[src/awe_row_buffer_pkg.sv]
`default_nettype none

package awe_row_buffer_pkg;

    ////////////////////////////////////////
    // Sizes
    ////////////////////////////////////////

    localparam int pixel_width = 16;
    localparam int bram_depth  = 512;
    localparam int addr_width  = $clog2(bram_depth);
    // Top address bit picks the bank half
    localparam int col_width   = addr_width - 1;

    localparam int cycles_per_output = 5;
    // Read strobe to data, array register plus output register
    localparam int ram_read_latency  = 2;

    ////////////////////////////////////////
    // Types
    ////////////////////////////////////////

    typedef logic [pixel_width-1:0] pixel_t;
    typedef logic [addr_width-1:0]  ram_addr_t;
    typedef logic [col_width-1:0]   col_t;
    typedef logic [2:0]             cycle_count_t;

    // Window engine state, one-hot
    typedef enum logic [5:0] {
        st_idle          = 6'b000001,
        st_prime_buffer  = 6'b000010,
        st_wait_pfb_load = 6'b000100,
        st_ce_active     = 6'b001000,
        st_wait_job_done = 6'b010000,
        st_send_complete = 6'b100000
    } awe_state_e;

    // Pixel-sequence word, 19 bits, top field first
    typedef struct packed {
        logic                 half_sel;
        logic [col_width-1:0] even_col;
        logic [col_width-2:0] odd_col_hi;
        logic                 odd_col_lsb;
        logic                 parity;
        logic                 spare;
    } pix_seq_t;

endpackage

`default_nettype wire
[src/row_buffer_writer.sv]
`default_nettype none

module row_buffer_writer
    import awe_row_buffer_pkg::*;
#(
    parameter int matric_delay = 3
) (
    input  logic       clk,
    input  logic       rst,
    input  awe_state_e state,
    input  logic [1:0] gray_code,
    input  logic       pfb_rden,
    input  col_t       input_row,
    input  col_t       input_col,
    input  col_t       num_input_cols,
    input  pixel_t     pixel_datain,
    input  logic       row_matric,
    input  col_t       row_matric_wr_addr,
    input  logic       last_kernel,
    output logic       even_wren,
    output ram_addr_t  even_wr_addr,
    output pixel_t     even_wr_data,
    output logic       odd_wren,
    output ram_addr_t  odd_wr_addr,
    output pixel_t     odd_wr_data
);

    logic [matric_delay-1:0] matric_pipe;
    col_t                    matric_addr_pipe [matric_delay];
    pixel_t                  matric_data_pipe [matric_delay];

    logic      prime_ok;
    logic      matric_hit;
    logic      even_wren_nxt;
    logic      odd_wren_nxt;
    ram_addr_t even_addr_nxt;
    ram_addr_t odd_addr_nxt;
    pixel_t    even_data_nxt;
    pixel_t    odd_data_nxt;

    ////////////////////////////////////////
    // Matriculation delay line
    ////////////////////////////////////////

    always_ff @(posedge clk) begin
        if (rst) begin
            matric_pipe <= '0;
        end else begin
            matric_pipe[0] <= row_matric;
            for (int i = 1; i < matric_delay; i++) begin
                matric_pipe[i] <= matric_pipe[i-1];
            end
        end
    end

    // Address and pixel ride along with the strobe
    always_ff @(posedge clk) begin
        matric_addr_pipe[0] <= row_matric_wr_addr;
        matric_data_pipe[0] <= pixel_datain;
        for (int i = 1; i < matric_delay; i++) begin
            matric_addr_pipe[i] <= matric_addr_pipe[i-1];
            matric_data_pipe[i] <= matric_data_pipe[i-1];
        end
    end

    ////////////////////////////////////////
    // Next write per bank
    ////////////////////////////////////////

    assign prime_ok   = (state == st_prime_buffer) && pfb_rden
                        && (input_col <= num_input_cols);
    assign matric_hit = matric_pipe[matric_delay-1] && last_kernel;

    always_comb begin
        even_wren_nxt = 1'b0;
        odd_wren_nxt  = 1'b0;
        even_addr_nxt = {1'b0, input_col};
        odd_addr_nxt  = {1'b0, input_col};
        even_data_nxt = pixel_datain;
        odd_data_nxt  = pixel_datain;

        // Priming, three rows over the two banks
        if (prime_ok) begin
            if (input_row == col_t'(0)) begin
                even_wren_nxt = 1'b1;
                odd_wren_nxt  = 1'b1;
            end else if (input_row == col_t'(1)) begin
                odd_wren_nxt  = 1'b1;
                odd_addr_nxt  = {1'b1, input_col};
            end else if (input_row == col_t'(2)) begin
                even_wren_nxt = 1'b1;
                even_addr_nxt = {1'b1, input_col};
            end
        end

        // Incoming row, wins over priming on the same bank
        if (matric_hit) begin
            if (gray_code[0] == gray_code[1]) begin
                odd_wren_nxt  = 1'b1;
                odd_addr_nxt  = {gray_code[0], matric_addr_pipe[matric_delay-1]};
                odd_data_nxt  = matric_data_pipe[matric_delay-1];
            end else begin
                even_wren_nxt = 1'b1;
                even_addr_nxt = {gray_code[1], matric_addr_pipe[matric_delay-1]};
                even_data_nxt = matric_data_pipe[matric_delay-1];
            end
        end
    end

    always_ff @(posedge clk) begin
        if (rst) begin
            even_wren <= 1'b0;
            odd_wren  <= 1'b0;
        end else begin
            even_wren <= even_wren_nxt;
            odd_wren  <= odd_wren_nxt;
        end
    end

    always_ff @(posedge clk) begin
        if (even_wren_nxt) begin
            even_wr_addr <= even_addr_nxt;
            even_wr_data <= even_data_nxt;
        end
        if (odd_wren_nxt) begin
            odd_wr_addr <= odd_addr_nxt;
            odd_wr_data <= odd_data_nxt;
        end
    end

    // A strobed write must carry a known address into the RAM
    even_addr_known: assert property (@(posedge clk) disable iff (rst)
        even_wren |-> !$isunknown(even_wr_addr));
    odd_addr_known: assert property (@(posedge clk) disable iff (rst)
        odd_wren |-> !$isunknown(odd_wr_addr));

endmodule

`default_nettype wire

[config.mk]
export PLATFORM = sky130hd
export DESIGN_NAME = row_buffer_writer
export DESIGN_NICKNAME = d
export VERILOG_FILES = /design/src/awe_row_buffer_pkg.sv /design/src/row_buffer_writer.sv
export SDC_FILE = /design/constraint.sdc
export NUM_CORES = 1
export LEC_CHECK = 0
export ABC_AREA = 1
export ABC_CLOCK_PERIOD_IN_PS = 3000
export CORE_MARGIN = 2
export CORE_UTILIZATION = 55
export CTS_BUF_LIST = sky130_fd_sc_hd__clkbuf_16
export DETAILED_ROUTE_END_ITERATION = 6
export DONT_BUFFER_PORTS = 1
export GPL_TIMING_DRIVEN = 0
export MAX_ROUTING_LAYER = met4
export PLACE_DENSITY = 0.69
export SYNTH_ARGS = -nofsm -noshare
export SYNTH_HDL_FRONTEND = slang
export SYNTH_SLANG_ARGS = --single-unit
[constraint.sdc]
create_clock -name clk -period 3 [get_ports clk]
set_clock_uncertainty 0.15 [all_clocks]
set_input_delay 0.3 -clock clk [delete_from_list [all_inputs] [get_ports clk]]
set_output_delay 0.3 -clock clk [all_outputs]
set_load 0.01 [all_outputs]
==> results.md <==
- Final std cells w/o fill: 496
- Worst r2r src: matric_pipe[2]
- Post-Syn Nets: 406
- Largest net degree at the start of global routing: 26
- # H-tree levels: 4
- Placer Congestion: 0.7374
- Post-Place Worst Slack: 250.6 ps
- Worst R2R End: odd_wr_data[1]
- Final setup TNS: 0 ps
- Design Power: 0.003943 W
- Status: finished clean
- CTS max path bufs: 2
- Antenna violations before repair: 0
- Commonest non-fill, non-tap cells in the layout: dfxtp_1 (77), nand2_1 (64), edfxtp_1 (50)
- Drt total wl: 7853 um
- Average cell area after synthesis: 12.50 sq um
- Most common cell after layout, fill and taps aside: dfxtp_1
- Vias in the first global route: 2,570
- Final setup vio count: 0
- Type of origin of the critical path: flip-flop
- Flop-to-flop setup slack: 650 ps
- Sw Pwr: 0.0008069 W
- Die height: 91.51 um
- Vias per cell: 4.925
- Clock-pin slew on the worst setup and hold paths: 60 ps
- Mapped Cells: 337
- DP HPWL: 5147 um
- Setup crit end: odd_wr_data[1]
- Sequential area share after synthesis: 72.25%
- 1st-iter DRT viols: 103
- Kind of critical path: reg2reg
- Diodes inserted: 0
- Mapped cell area: 4212 sq um
- Nets: 453
- Post-synth cell types: 26
- Row count: 31
- Leak: 2.105 nW
- Clock insertion delay at the later pin of the skew report: 400 ps
- Post-synthesis xor/xnor area fraction: 0%
- GR Util All Layers: 20.78%
- Relative slew slack: 17.09%
- Slew @ Worst Pin: 1241 ps
- Total congestion overflow: 0
- Comb pwr share: 3.3%
- WP data required: 2850 ps
- Yosys warning count: 0
- Fmax: 426.1 MHz
- Die Wd: 91.51 um
- Clk pwr share: 49.2%
- Post-route clock period utilization: 78.23%
- Adder-cell share of the synthesized area: 2.377%
- CTS tree: yes
- Mux cell area share after synthesis: 0%
- Placed Instances: 436
- Final Hold Viols: 0
- Switching Share: 20.47%
- I/O pin cnt: 113
- #FFs+latches synth: 127
- Peak supply drop: 0.5245 mV
- Synth Area in Compound Gates: 8.972%
- HP Class: in2reg
- Vias post-DR: 2,443
- Clock sink total: 127
- Crit. End Element: flip-flop
- Period minus WS final: 2347 ps
- Pwr/cell area: 760.0 nW/um^2
- Area Overhead vs Synth: 23.17%
- Worst setup path start: matric_pipe[2]
- Crit path max fanout: 25
- Post-Synth Simple-Gate Area: 10.04%
- Inserted Clock Buffers: 17
- Residual DRC: 0
- RSZ-0062 raised after global routing: no
- Layout cells sized above 1: 20.15%
- Largest family of logic cells by synthesized area: simple AND/OR/NAND/NOR gates
- Post-DRT Antenna Nets: 0
- Die ar.: 8373 sq um
- Port buffer count: 0
- Clock tree root buffer cell: clkbuf_16
- Initial core utilization: 57.45%
- Drt first pass iters: 4
- Max cap viols: 0
- P_int: 0.003136 W
- Slew Limit Fails: 0
- Final worst slack: 653.1 ps
- CP arrival: 2200 ps
- R2r worst-path depth: 7
- Sequential share of power: 47.5%
- Avg WL per Cell: 15.83 um
- Core area: 7331 sq um
- Post-CTS Resized: 0
- Global-route wire length before repair: 12,650 um
## worst min-delay path by stage
stage / startpoint / end / slack (ps) / depth (start not counted)
after floorplan: matric_addr_pipe[0][2] / matric_addr_pipe[0][10] / 160 / 0
final: pixel_datain[5] / even_wr_data[5] / 10 / 2
after global routing: pixel_datain[10] / even_wr_data[10] / 10 / 2
after detailed placement: matric_addr_pipe[0][11] / matric_addr_pipe[0][19] / 160 / 0
after CTS: input_row[1] / odd_wren / 1 / 3
after global placement: matric_data_pipe[0][19] / matric_data_pipe[0][35] / 160 / 0
## cell type report
class	instances	area, sq um
Inverter	44	165.2
Buffer	10	102.6
Fill cell	515	2143
Timing Repair Buffer	28	280.3
Multi-Input combinational cell	156	900.9
Clock inverter	15	146.4
Clock buffer	17	425.4
Sequential cell	127	3043
Tap cell	99	123.9
## flip-flops by register name, summed over array words and instances (netlist names)
signal            count
matric_data_pipe     48
odd_wr_data          16
even_wr_addr          9
even_wren             1
matric_pipe           3
matric_addr_pipe     24
odd_wr_addr           9
odd_wren              1
even_wr_data         16
## cells by family after synthesis
group,after synthesis
buf+inv,54
compound gates,54
fa+ha+maj,8
flops,127
simple gates,94
## timing repair
action                                 CTS  global route
buffers inserted                         0             0
hold buffers                            28             0
endpoints found under the hold margin   33             0
## per-stage QoR
step	instance area (sq um)	hold slack [ps]	utilization, %
after floorplan	4212	159.6	-
after global placement	4335	159.7	59.14
after detailed placement	4335	162.1	59.14
after CTS	5187	1.458	70.76
after global routing	5187	12.06	70.76
final	5187	14.41	70.76
## power by group through the flow
| stage | Clock, W | Sequential, W | Combinational, W |
|---|---|---|---|
| global route | 0.00204 | 0.00188 | 0.000147 |
| floorplan | 0 | 0.00190 | 0.0000809 |
| CTS | 0.00196 | 0.00187 | 0.000130 |
| finish | 0.00194 | 0.00187 | 0.000130 |
| global placement | 0 | 0.00191 | 0.0000936 |
| detailed placement | 0 | 0.00191 | 0.0000991 |
## worst max-delay path, cell delays in order (launching register included)
cell and delay (ps):
dfxtp_1 300, nand2_1 40, inv_1 120, nand2_1 100, nand2_2 90, buf_6 150, inv_1 90, nand2_1 890
## synthesized netlist by cell type
| master | instances | area share, % |
|---|---|---|
| dfxtp_1 | 77 | 37 |
| nand2_1 | 64 | 5.7 |
| edfxtp_1 | 50 | 36 |
| inv_1 | 42 | 3.7 |
| o21ai_2 | 28 | 5.8 |
| o21ai_0 | 11 | 1.3 |
| nor2_1 | 9 | 0.80 |
| o21ai_1 | 9 | 1.1 |
| ha_1 | 8 | 2.4 |
| buf_6 | 7 | 1.9 |
| nand2_2 | 7 | 1.0 |
| a21oi_1 | 5 | 0.59 |
| nand3_1 | 3 | 0.36 |
| nor3_1 | 3 | 0.36 |
| inv_2 | 2 | 0.18 |
| nand4_1 | 2 | 0.30 |
| a21o_1 | 1 | 0.18 |
| buf_2 | 1 | 0.12 |
| buf_8 | 1 | 0.36 |
| clkbuf_1 | 1 | 0.089 |
| nand2_4 | 1 | 0.27 |
| nor2_2 | 1 | 0.15 |
| nor2_4 | 1 | 0.27 |
| nor4_1 | 1 | 0.15 |
| nor4_4 | 1 | 0.51 |
| or2_2 | 1 | 0.15 |
## routing by layer
metal  vias to the layer above  GRT usage [%]  share of wire, %
li1                       1207              -                 -
met1                      1156          23.55                42
met2                        75          35.11                52
met3                         5          6.473               4.8
met4                         0          6.692              0.83
met5                         -              -                 0
No activity file was read; power rests on OpenSTA's default activity.
