<file path="config.mk">
export PLATFORM = sky130hd
export DESIGN_NAME = row_buffer_reader
export DESIGN_NICKNAME = d
export VERILOG_FILES = /design/src/awe_row_buffer_pkg.sv /design/src/row_buffer_reader.sv
export SDC_FILE = /design/constraint.sdc
export NUM_CORES = 1
export LEC_CHECK = 0
export ABC_CLOCK_PERIOD_IN_PS = 2880
export BUFFER_PORTS_ARGS = -buffer_cell sky130_fd_sc_hd__clkbuf_2
export CORE_MARGIN = 2
export CORE_UTILIZATION = 40
export DETAILED_ROUTE_END_ITERATION = 6
export PLACE_DENSITY = 0.84
export SLEW_MARGIN = 20
export SYNTH_ARGS = -nofsm -noshare
export SYNTH_HDL_FRONTEND = slang
export SYNTH_SLANG_ARGS = --single-unit
export TNS_END_PERCENT = 100
</file>
<file path="constraint.sdc">
create_clock -name clk -period 2.88 [get_ports clk]
set_input_delay 0.576 -clock clk [delete_from_list [all_inputs] [get_ports clk]]
set_output_delay 0.576 -clock clk [all_outputs]
set_load 0.05 [all_outputs]
</file>
<file path="src/awe_row_buffer_pkg.sv">
`default_nettype none

package awe_row_buffer_pkg;

    ////////////////////////////////////////
    // Sizes
    ////////////////////////////////////////

    localparam int pixel_width = 16;
    localparam int bram_depth  = 512;
    localparam int addr_width  = $clog2(bram_depth);
    // Top address bit picks the bank half
    localparam int col_width   = addr_width - 1;

    localparam int cycles_per_output = 5;
    // Read strobe to data, array register plus output register
    localparam int ram_read_latency  = 2;

    ////////////////////////////////////////
    // Types
    ////////////////////////////////////////

    typedef logic [pixel_width-1:0] pixel_t;
    typedef logic [addr_width-1:0]  ram_addr_t;
    typedef logic [col_width-1:0]   col_t;
    typedef logic [2:0]             cycle_count_t;

    // Window engine state, one-hot
    typedef enum logic [5:0] {
        st_idle          = 6'b000001,
        st_prime_buffer  = 6'b000010,
        st_wait_pfb_load = 6'b000100,
        st_ce_active     = 6'b001000,
        st_wait_job_done = 6'b010000,
        st_send_complete = 6'b100000
    } awe_state_e;

    // Pixel-sequence word, 19 bits, top field first
    typedef struct packed {
        logic                 half_sel;
        logic [col_width-1:0] even_col;
        logic [col_width-2:0] odd_col_hi;
        logic                 odd_col_lsb;
        logic                 parity;
        logic                 spare;
    } pix_seq_t;

endpackage

`default_nettype wire
</file>
<file path="src/row_buffer_reader.sv">
`default_nettype none

module row_buffer_reader
    import awe_row_buffer_pkg::*;
#(
    parameter int valid_delay = ram_read_latency
) (
    input  logic         clk,
    input  logic         rst,
    input  awe_state_e   state,
    input  logic [1:0]   gray_code,
    input  logic         execute,
    input  pix_seq_t     pix_seq_datain,
    output logic         even_rden,
    output logic         odd_rden,
    output ram_addr_t    even_rd_addr,
    output ram_addr_t    odd_rd_addr,
    output logic         pixel_dataout_valid,
    output cycle_count_t cycle_counter
);

    logic                   rd_strobe;
    logic                   rd_go;
    ram_addr_t              even_addr_dec;
    ram_addr_t              odd_addr_dec;
    logic [valid_delay-1:0] valid_pipe;

    ////////////////////////////////////////
    // Sequence word decode
    ////////////////////////////////////////

    // Gray bits flip the half select per bank
    assign even_addr_dec = {gray_code[1] ^ pix_seq_datain.half_sel, pix_seq_datain.even_col};
    assign odd_addr_dec  = {gray_code[0] ^ pix_seq_datain.half_sel,
                            pix_seq_datain.odd_col_hi,
                            pix_seq_datain.odd_col_lsb | pix_seq_datain.parity};

    assign rd_go = (state == st_ce_active) && execute;

    always_ff @(posedge clk) begin
        if (rst) begin
            rd_strobe <= 1'b0;
        end else begin
            rd_strobe <= rd_go;
        end
    end

    always_ff @(posedge clk) begin
        if (rd_go) begin
            even_rd_addr <= even_addr_dec;
            odd_rd_addr  <= odd_addr_dec;
        end
    end

    // Both banks read together
    assign even_rden = rd_strobe;
    assign odd_rden  = rd_strobe;

    ////////////////////////////////////////
    // Valid and cycle count
    ////////////////////////////////////////

    always_ff @(posedge clk) begin
        if (rst) begin
            valid_pipe    <= '0;
            cycle_counter <= '0;
        end else begin
            valid_pipe[0] <= rd_strobe;
            for (int i = 1; i < valid_delay; i++) begin
                valid_pipe[i] <= valid_pipe[i-1];
            end
            if (pixel_dataout_valid) begin
                if (cycle_counter == cycle_count_t'(cycles_per_output - 1)) begin
                    cycle_counter <= '0;
                end else begin
                    cycle_counter <= cycle_counter + 3'd1;
                end
            end
        end
    end

    assign pixel_dataout_valid = valid_pipe[valid_delay-1];

    counter_in_range: assert property (@(posedge clk) disable iff (rst)
        cycle_counter < cycle_count_t'(cycles_per_output));
    valid_follows_read: assert property (@(posedge clk) disable iff (rst)
        $rose(pixel_dataout_valid) |-> $past(rd_strobe, valid_delay));

endmodule

`default_nettype wire

</file>
==> results of run 1 <==
## metal layers
metal  part of all wire [%]  up-vias  GRT usage (%)
met3                     11        2           4.29
met5                      0        -              0
li1                       -      279              -
met1                     36      265           13.3
met2                     51       36           20.9
met4                    1.7        0           5.71
## worst paths after layout
kind / cells after the start / end / slack, ns
min: 1 / odd_rd_addr[3]$_DFFE_PP_ / 0.43
max reg2reg: 4 / cycle_counter[2]$_SDFFE_PP0P_ / 1.78
max: 1 / pixel_dataout_valid / 1.23
min reg2reg: 1 / valid_pipe[1]$_SDFF_PP0_ / 0.47
## Yosys cell counts
library cell / number
edfxtp_1: 18
dfxtp_1: 6
a21oi_1: 2
ha_1: 2
inv_1: 2
nor2b_1: 2
xor2_1: 2
and2b_2: 1
buf_4: 1
mux2i_1: 1
nand2_1: 1
nand2b_1: 1
nand3_1: 1
nand4bb_1: 1
nor2_1: 1
nor3_1: 1
nor4_2: 1
o211a_1: 1
or2_2: 1
## where the power goes
group / switching [mW] / leakage (nW) / internal, mW
sequential: 0.000475 / 0.212 / 0.373
clock: 0.0953 / 0.0279 / 0.141
combinational: 0.0154 / 0.286 / 0.0170
total: 0.111 / 0.526 / 0.531
## worst register-to-register path: stages, from the launching register on
cell,delay (ns)
dfxtp_1,0.40
inv_1,0.08
ha_1,0.21
o211a_1,0.22
nor3_1,0.13
## metrics by stage
stage / hold WS, ns / cell area (sq um) / std cells
6_report: 0.426 / 1180 / 129
5_1_grt: 0.401 / 1180 / 129
4_1_cts: 0.414 / 1180 / 129
3_5_place_dp: 0.438 / 1130 / 125
3_3_place_gp: 0.425 / 1130 / 125
2_1_floorplan: 0.414 / 823 / 46
## flip-flops by register name, indices dropped and copies added, names as in the netlist
name and cells:
even_rd_addr 9, cycle_counter 3, odd_rd_addr 9, even_rden 1
valid_pipe 2
## layout make-up
type	count	area share (%)
sequential	24	56.1
timing repair buffer	53	22.7
multi-input combinational	19	13.3
tap	27	2.87
clock inverter	1	2.55
clock buffer	3	1.91
inverter	2	0.637
## cell families (layout without fill, tap and decap cells)
family / after synthesis / in the layout / share of synthesized area [%]
AO/OA/AOI/OAI: 3 / 3 / 2.43
XOR/XNOR: 2 / 2 / 2.13
multiplexers: 1 / 1 / 1.22
flip-flops: 24 / 24 / 80.2
AND/OR/NAND/NOR: 11 / 11 / 9.12
adder cells (fa/ha/maj): 2 / 2 / 3.04
buffers and inverters: 3 / 59 / 1.82
==> flow_summary.json, run 1 <==
{
  "status": "completed",
  "critical_path_required_ns": 2.30,
  "worstHoldStart": "pix_seq_datain[5]",
  "grt_max_degree": 15,
  "port_buffers": 52,
  "cpPeakStageDelay_ns": 0.45,
  "end_kind": "primary output",
  "max_cap_violations": 0,
  "h-tree-depth": 1,
  "synth-seq-cells": 24,
  "final_common_cell": "clkbuf_2",
  "ctsResizeCount": 0,
  "slew_violations": 0,
  "postCtsHoldBufs": 0,
  "hold_viol": 0,
  "area_growth_pct": 43.2,
  "core_sq_um": 1940,
  "layout_common_cells": "clkbuf_2, edfxtp_1, dfxtp_1",
  "yosys.area.top_type": "edfxtp_1",
  "wire_per_inst_um": 10.8,
  "drive_above_1_share_pct": 58.8,
  "slew_headroom_pct": 58.9,
  "startpoint_type": "flop",
  "critical_path_class": "reg -> out",
  "fillerInstances": 164,
  "critPathMaxFanout": 6,
  "rr_startpoint": "cycle_counter[0]$_SDFFE_PP0P_",
  "io_pins": 54,
  "fmax_mhz": 607,
  "final_antenna_net_count": 0,
  "synth_area_per_cell_sq_um": 17.9,
  "cts_buffers": 3,
  "syn-instance-count": 46,
  "drc_errors": 0,
  "holdCritPathClass": "in -> reg",
  "nets": 135,
  "cp_slowest_cell": "dfxtp_1",
  "initial_utilization_pct": 42.4,
  "final_util_pct": 60.7,
  "regArea_sq_um": 661,
  "min_period_ns": 1.65,
  "ys_types": 19,
  "grt_pass1_vias": 527,
  "clk_latency_ns": 0.31,
  "antenna_found_initial": 0,
  "first_pass_iters": 4,
  "worst_ep_arrival_time_ns": 1.07,
  "hpwl_um": 1150,
  "worst-path-buf-inv": 1,
  "track_usage_pct": 12.2,
  "clk_pin_slew_worst_paths_ns": 0.13,
  "drt_iter0_markers": 10,
  "die_y_um": 49.4,
  "synth_nets": 78,
  "grt_pass1_wl_um": 2180,
  "rsz0062_at_grt": "no",
  "fin_crit_sh_pct": 57.2,
  "vdd_drop_max_uv": 398,
  "synth.area.top_cells": "edfxtp_1, dfxtp_1, ha_1",
  "yosysWarnings": 0,
  "row_count": 16,
  "cts_root_buf": "clkbuf_4",
  "routed_wl_um": 1390,
  "fp.dieW_um": 49.4,
  "power_density_nw_per_um2": 545,
  "post_cts_buffers": 0,
  "multi_input_area_sq_um": 156,
  "diodes": 0,
  "vias_per_cell": 4.51,
  "cp-startpoint": "valid_pipe[1]$_SDFF_PP0_",
  "synth.cell_area_sq_um": 823,
  "clock_skew_ns": 0.00719,
  "tightest_slew_ns": 0.611,
  "overflow": 0,
  "tritoncts_num_sinks": 24,
  "fin_total_pwr_uw": 642,
  "cts_tree": "built",
  "die_area_sq_um": 2440,
  "synth.top_cell.area_share_pct": 65.7,
  "timing.final.ws_setup_ns": 1.23,
  "clk_path_buf_depth": 2,
  "setup-tns-final_ns": 0,
  "ys_seq_area_share_pct": 80.2,
  "gp_congestion": 0.648,
  "leakagePower_nw": 0.526,
  "setup_viol": 0,
  "dp_slack_ns": 0.908,
  "routed-via-count": 582,
  "cp_top_family": "flip-flops",
  "path_cells": "clkbuf_2"
}
No activity file was read; power rests on OpenSTA's default activity.
==> run 2, diff against run 1 <==
--- a/config.mk
+++ b/config.mk
@@ -5,7 +5,7 @@
 export SDC_FILE = /design/constraint.sdc
 export NUM_CORES = 1
 export LEC_CHECK = 0
-export ABC_CLOCK_PERIOD_IN_PS = 2880
+export ABC_CLOCK_PERIOD_IN_PS = 1600
 export BUFFER_PORTS_ARGS = -buffer_cell sky130_fd_sc_hd__clkbuf_2
 export CORE_MARGIN = 2
 export CORE_UTILIZATION = 40
==> constraint.sdc (replaced) <==
create_clock -name clk -period 1.6 [get_ports clk]
set_input_delay 0.32 -clock clk [delete_from_list [all_inputs] [get_ports clk]]
set_output_delay 0.32 -clock clk [all_outputs]
set_load 0.05 [all_outputs]
==> flow_summary.json, run 2 (same netlist as run 1, synthesis figures left out) <==
{
  "path_cells": "clkbuf_2",
  "post_cts_buffers": 0,
  "postCtsHoldBufs": 0,
  "track_usage_pct": 11.8,
  "final_antenna_net_count": 0,
  "routed-via-count": 563,
  "diodes": 0,
  "placed_cell_area_sq_um": 1130,
  "cts_buffers": 3,
  "startpoint_type": "flop",
  "cell_internal_pwr_uw": 799,
  "clk_path_buf_depth": 2,
  "hold_viol": 0,
  "max_cap_violations": 0,
  "cp_slowest_cell": "dfxtp_1",
  "pwr-share-comb_pct": 5.9,
  "cp_top_family": "flip-flops",
  "slew_violations": 0,
  "drive_above_1_share_pct": 57.8,
  "io_pins": 54,
  "worst-path-buf-inv": 1,
  "clk_latency_ns": 0.30,
  "leakagePower_nw": 0.513,
  "routed_wl_um": 1340,
  "fillerInstances": 172,
  "tightest_slew_ns": 0.281,
  "area_growth_pct": 40.0,
  "holdCritPathClass": "in -> reg",
  "overflow": 0,
  "h-tree-depth": 1,
  "port_buffers": 52,
  "status": "completed",
  "row_count": 16,
  "final_common_cell": "clkbuf_2",
  "rsz0062_at_grt": "no",
  "p_seq_share_pct": 68.1,
  "setup-tns-final_ns": 0,
  "worst_ep_arrival_time_ns": 1.07,
  "end_kind": "primary output",
  "vias_per_cell": 4.36,
  "design_area_sq_um": 1150,
  "grt_pass1_wl_um": 2210,
  "cpPeakStageDelay_ns": 0.45,
  "critical_path_required_ns": 1.28,
  "die_y_um": 49.4,
  "vdd_drop_max_uv": 667,
  "grt_max_degree": 20,
  "grt_pass1_vias": 579,
  "hold_slack_ns": 0.187,
  "first_pass_iters": 4,
  "netSwitchingFraction_pct": 19.0,
  "fmax_mhz": 718,
  "clock_skew_ns": 0.00113,
  "drc_errors": 0,
  "r2r_setup_slack_ns": 0.49,
  "cts_tree": "built",
  "final_util_pct": 59.3,
  "die_area_sq_um": 2440,
  "critPathMaxFanout": 6,
  "tritoncts_num_sinks": 24,
  "min_period_ns": 1.39,
  "dp_slack_ns": 0.210,
  "drt_iter0_markers": 3,
  "core_sq_um": 1940,
  "critical_path_class": "reg -> out",
  "setup_viol": 0,
  "ctsResizeCount": 0,
  "clk_pin_slew_worst_paths_ns": 0.12,
  "timing.final.ws_setup_ns": 0.207,
  "power_density_nw_per_um2": 857,
  "antenna_found_initial": 0,
  "dpl.cell_count": 125,
  "gp_congestion": 0.638,
  "wire_per_inst_um": 10.4,
  "power_switching_uw": 188,
  "slew_headroom_pct": 81.3,
  "cts_root_buf": "clkbuf_4",
  "reg.largest.list": "even_rd_addr: 9 flops, odd_rd_addr: 9 flops, cycle_counter: 3 flops",
  "fin_cells": 129,
  "initial_utilization_pct": 42.4,
  "fp.dieW_um": 49.4,
  "layout_common_cells": "clkbuf_2, edfxtp_1, dfxtp_1",
  "fin_total_pwr_uw": 987,
  "fin_crit_sh_pct": 87.1,
  "nets": 135,
  "clockPowerShare_pct": 26.0
}
==> run 2: cell types whose count changed in the layout (fill, tap and decap cells not counted), sizes merged <==
cell / before / now
clkbuf: 55 / 56
bufinv: 1 / 0
==> run 2: metal layers <==
layer  global-route usage, %  share of wire, %  up-vias  routed length, um
met5                       0                 0        -                  0
met4                    8.10               3.4        0                 46
met3                    3.99               9.2        6                124
met2                    19.8                50       34                677
met1                    12.3                37      247                493
li1                        -                 -      276                  -
==> run 2: power groups by stage <==
stage | Sequential (mW) | Clock [mW] | Combinational [mW]
after floorplan | 0.698 | 0 | 0.00761
after global placement | 0.686 | 0 | 0.0575
after detailed placement | 0.687 | 0 | 0.0592
after CTS | 0.672 | 0.269 | 0.0593
after global routing | 0.673 | 0.290 | 0.0637
final | 0.672 | 0.257 | 0.0582
==> run 2: final timing paths <==
path	start	end	cells after the start
min reg2reg	valid_pipe[0]$_SDFF_PP0_	valid_pipe[1]$_SDFF_PP0_	1
max	valid_pipe[1]$_SDFF_PP0_	pixel_dataout_valid	1
max reg2reg	cycle_counter[0]$_SDFFE_PP0P_	cycle_counter[2]$_SDFFE_PP0P_	4
min	pix_seq_datain[5]	odd_rd_addr[3]$_DFFE_PP_	1
==> run 2: layout make-up <==
class | instances | area [sq um] | share of cell area [%]
Multi-Input combinational cell | 19 | 156 | 13.6
Tap cell | 27 | 33.8 | 2.93
Sequential cell | 24 | 661 | 57.3
Inverter | 2 | 7.51 | 0.651
Clock buffer | 4 | 26.3 | 2.28
Timing Repair Buffer | 53 | 268 | 23.2
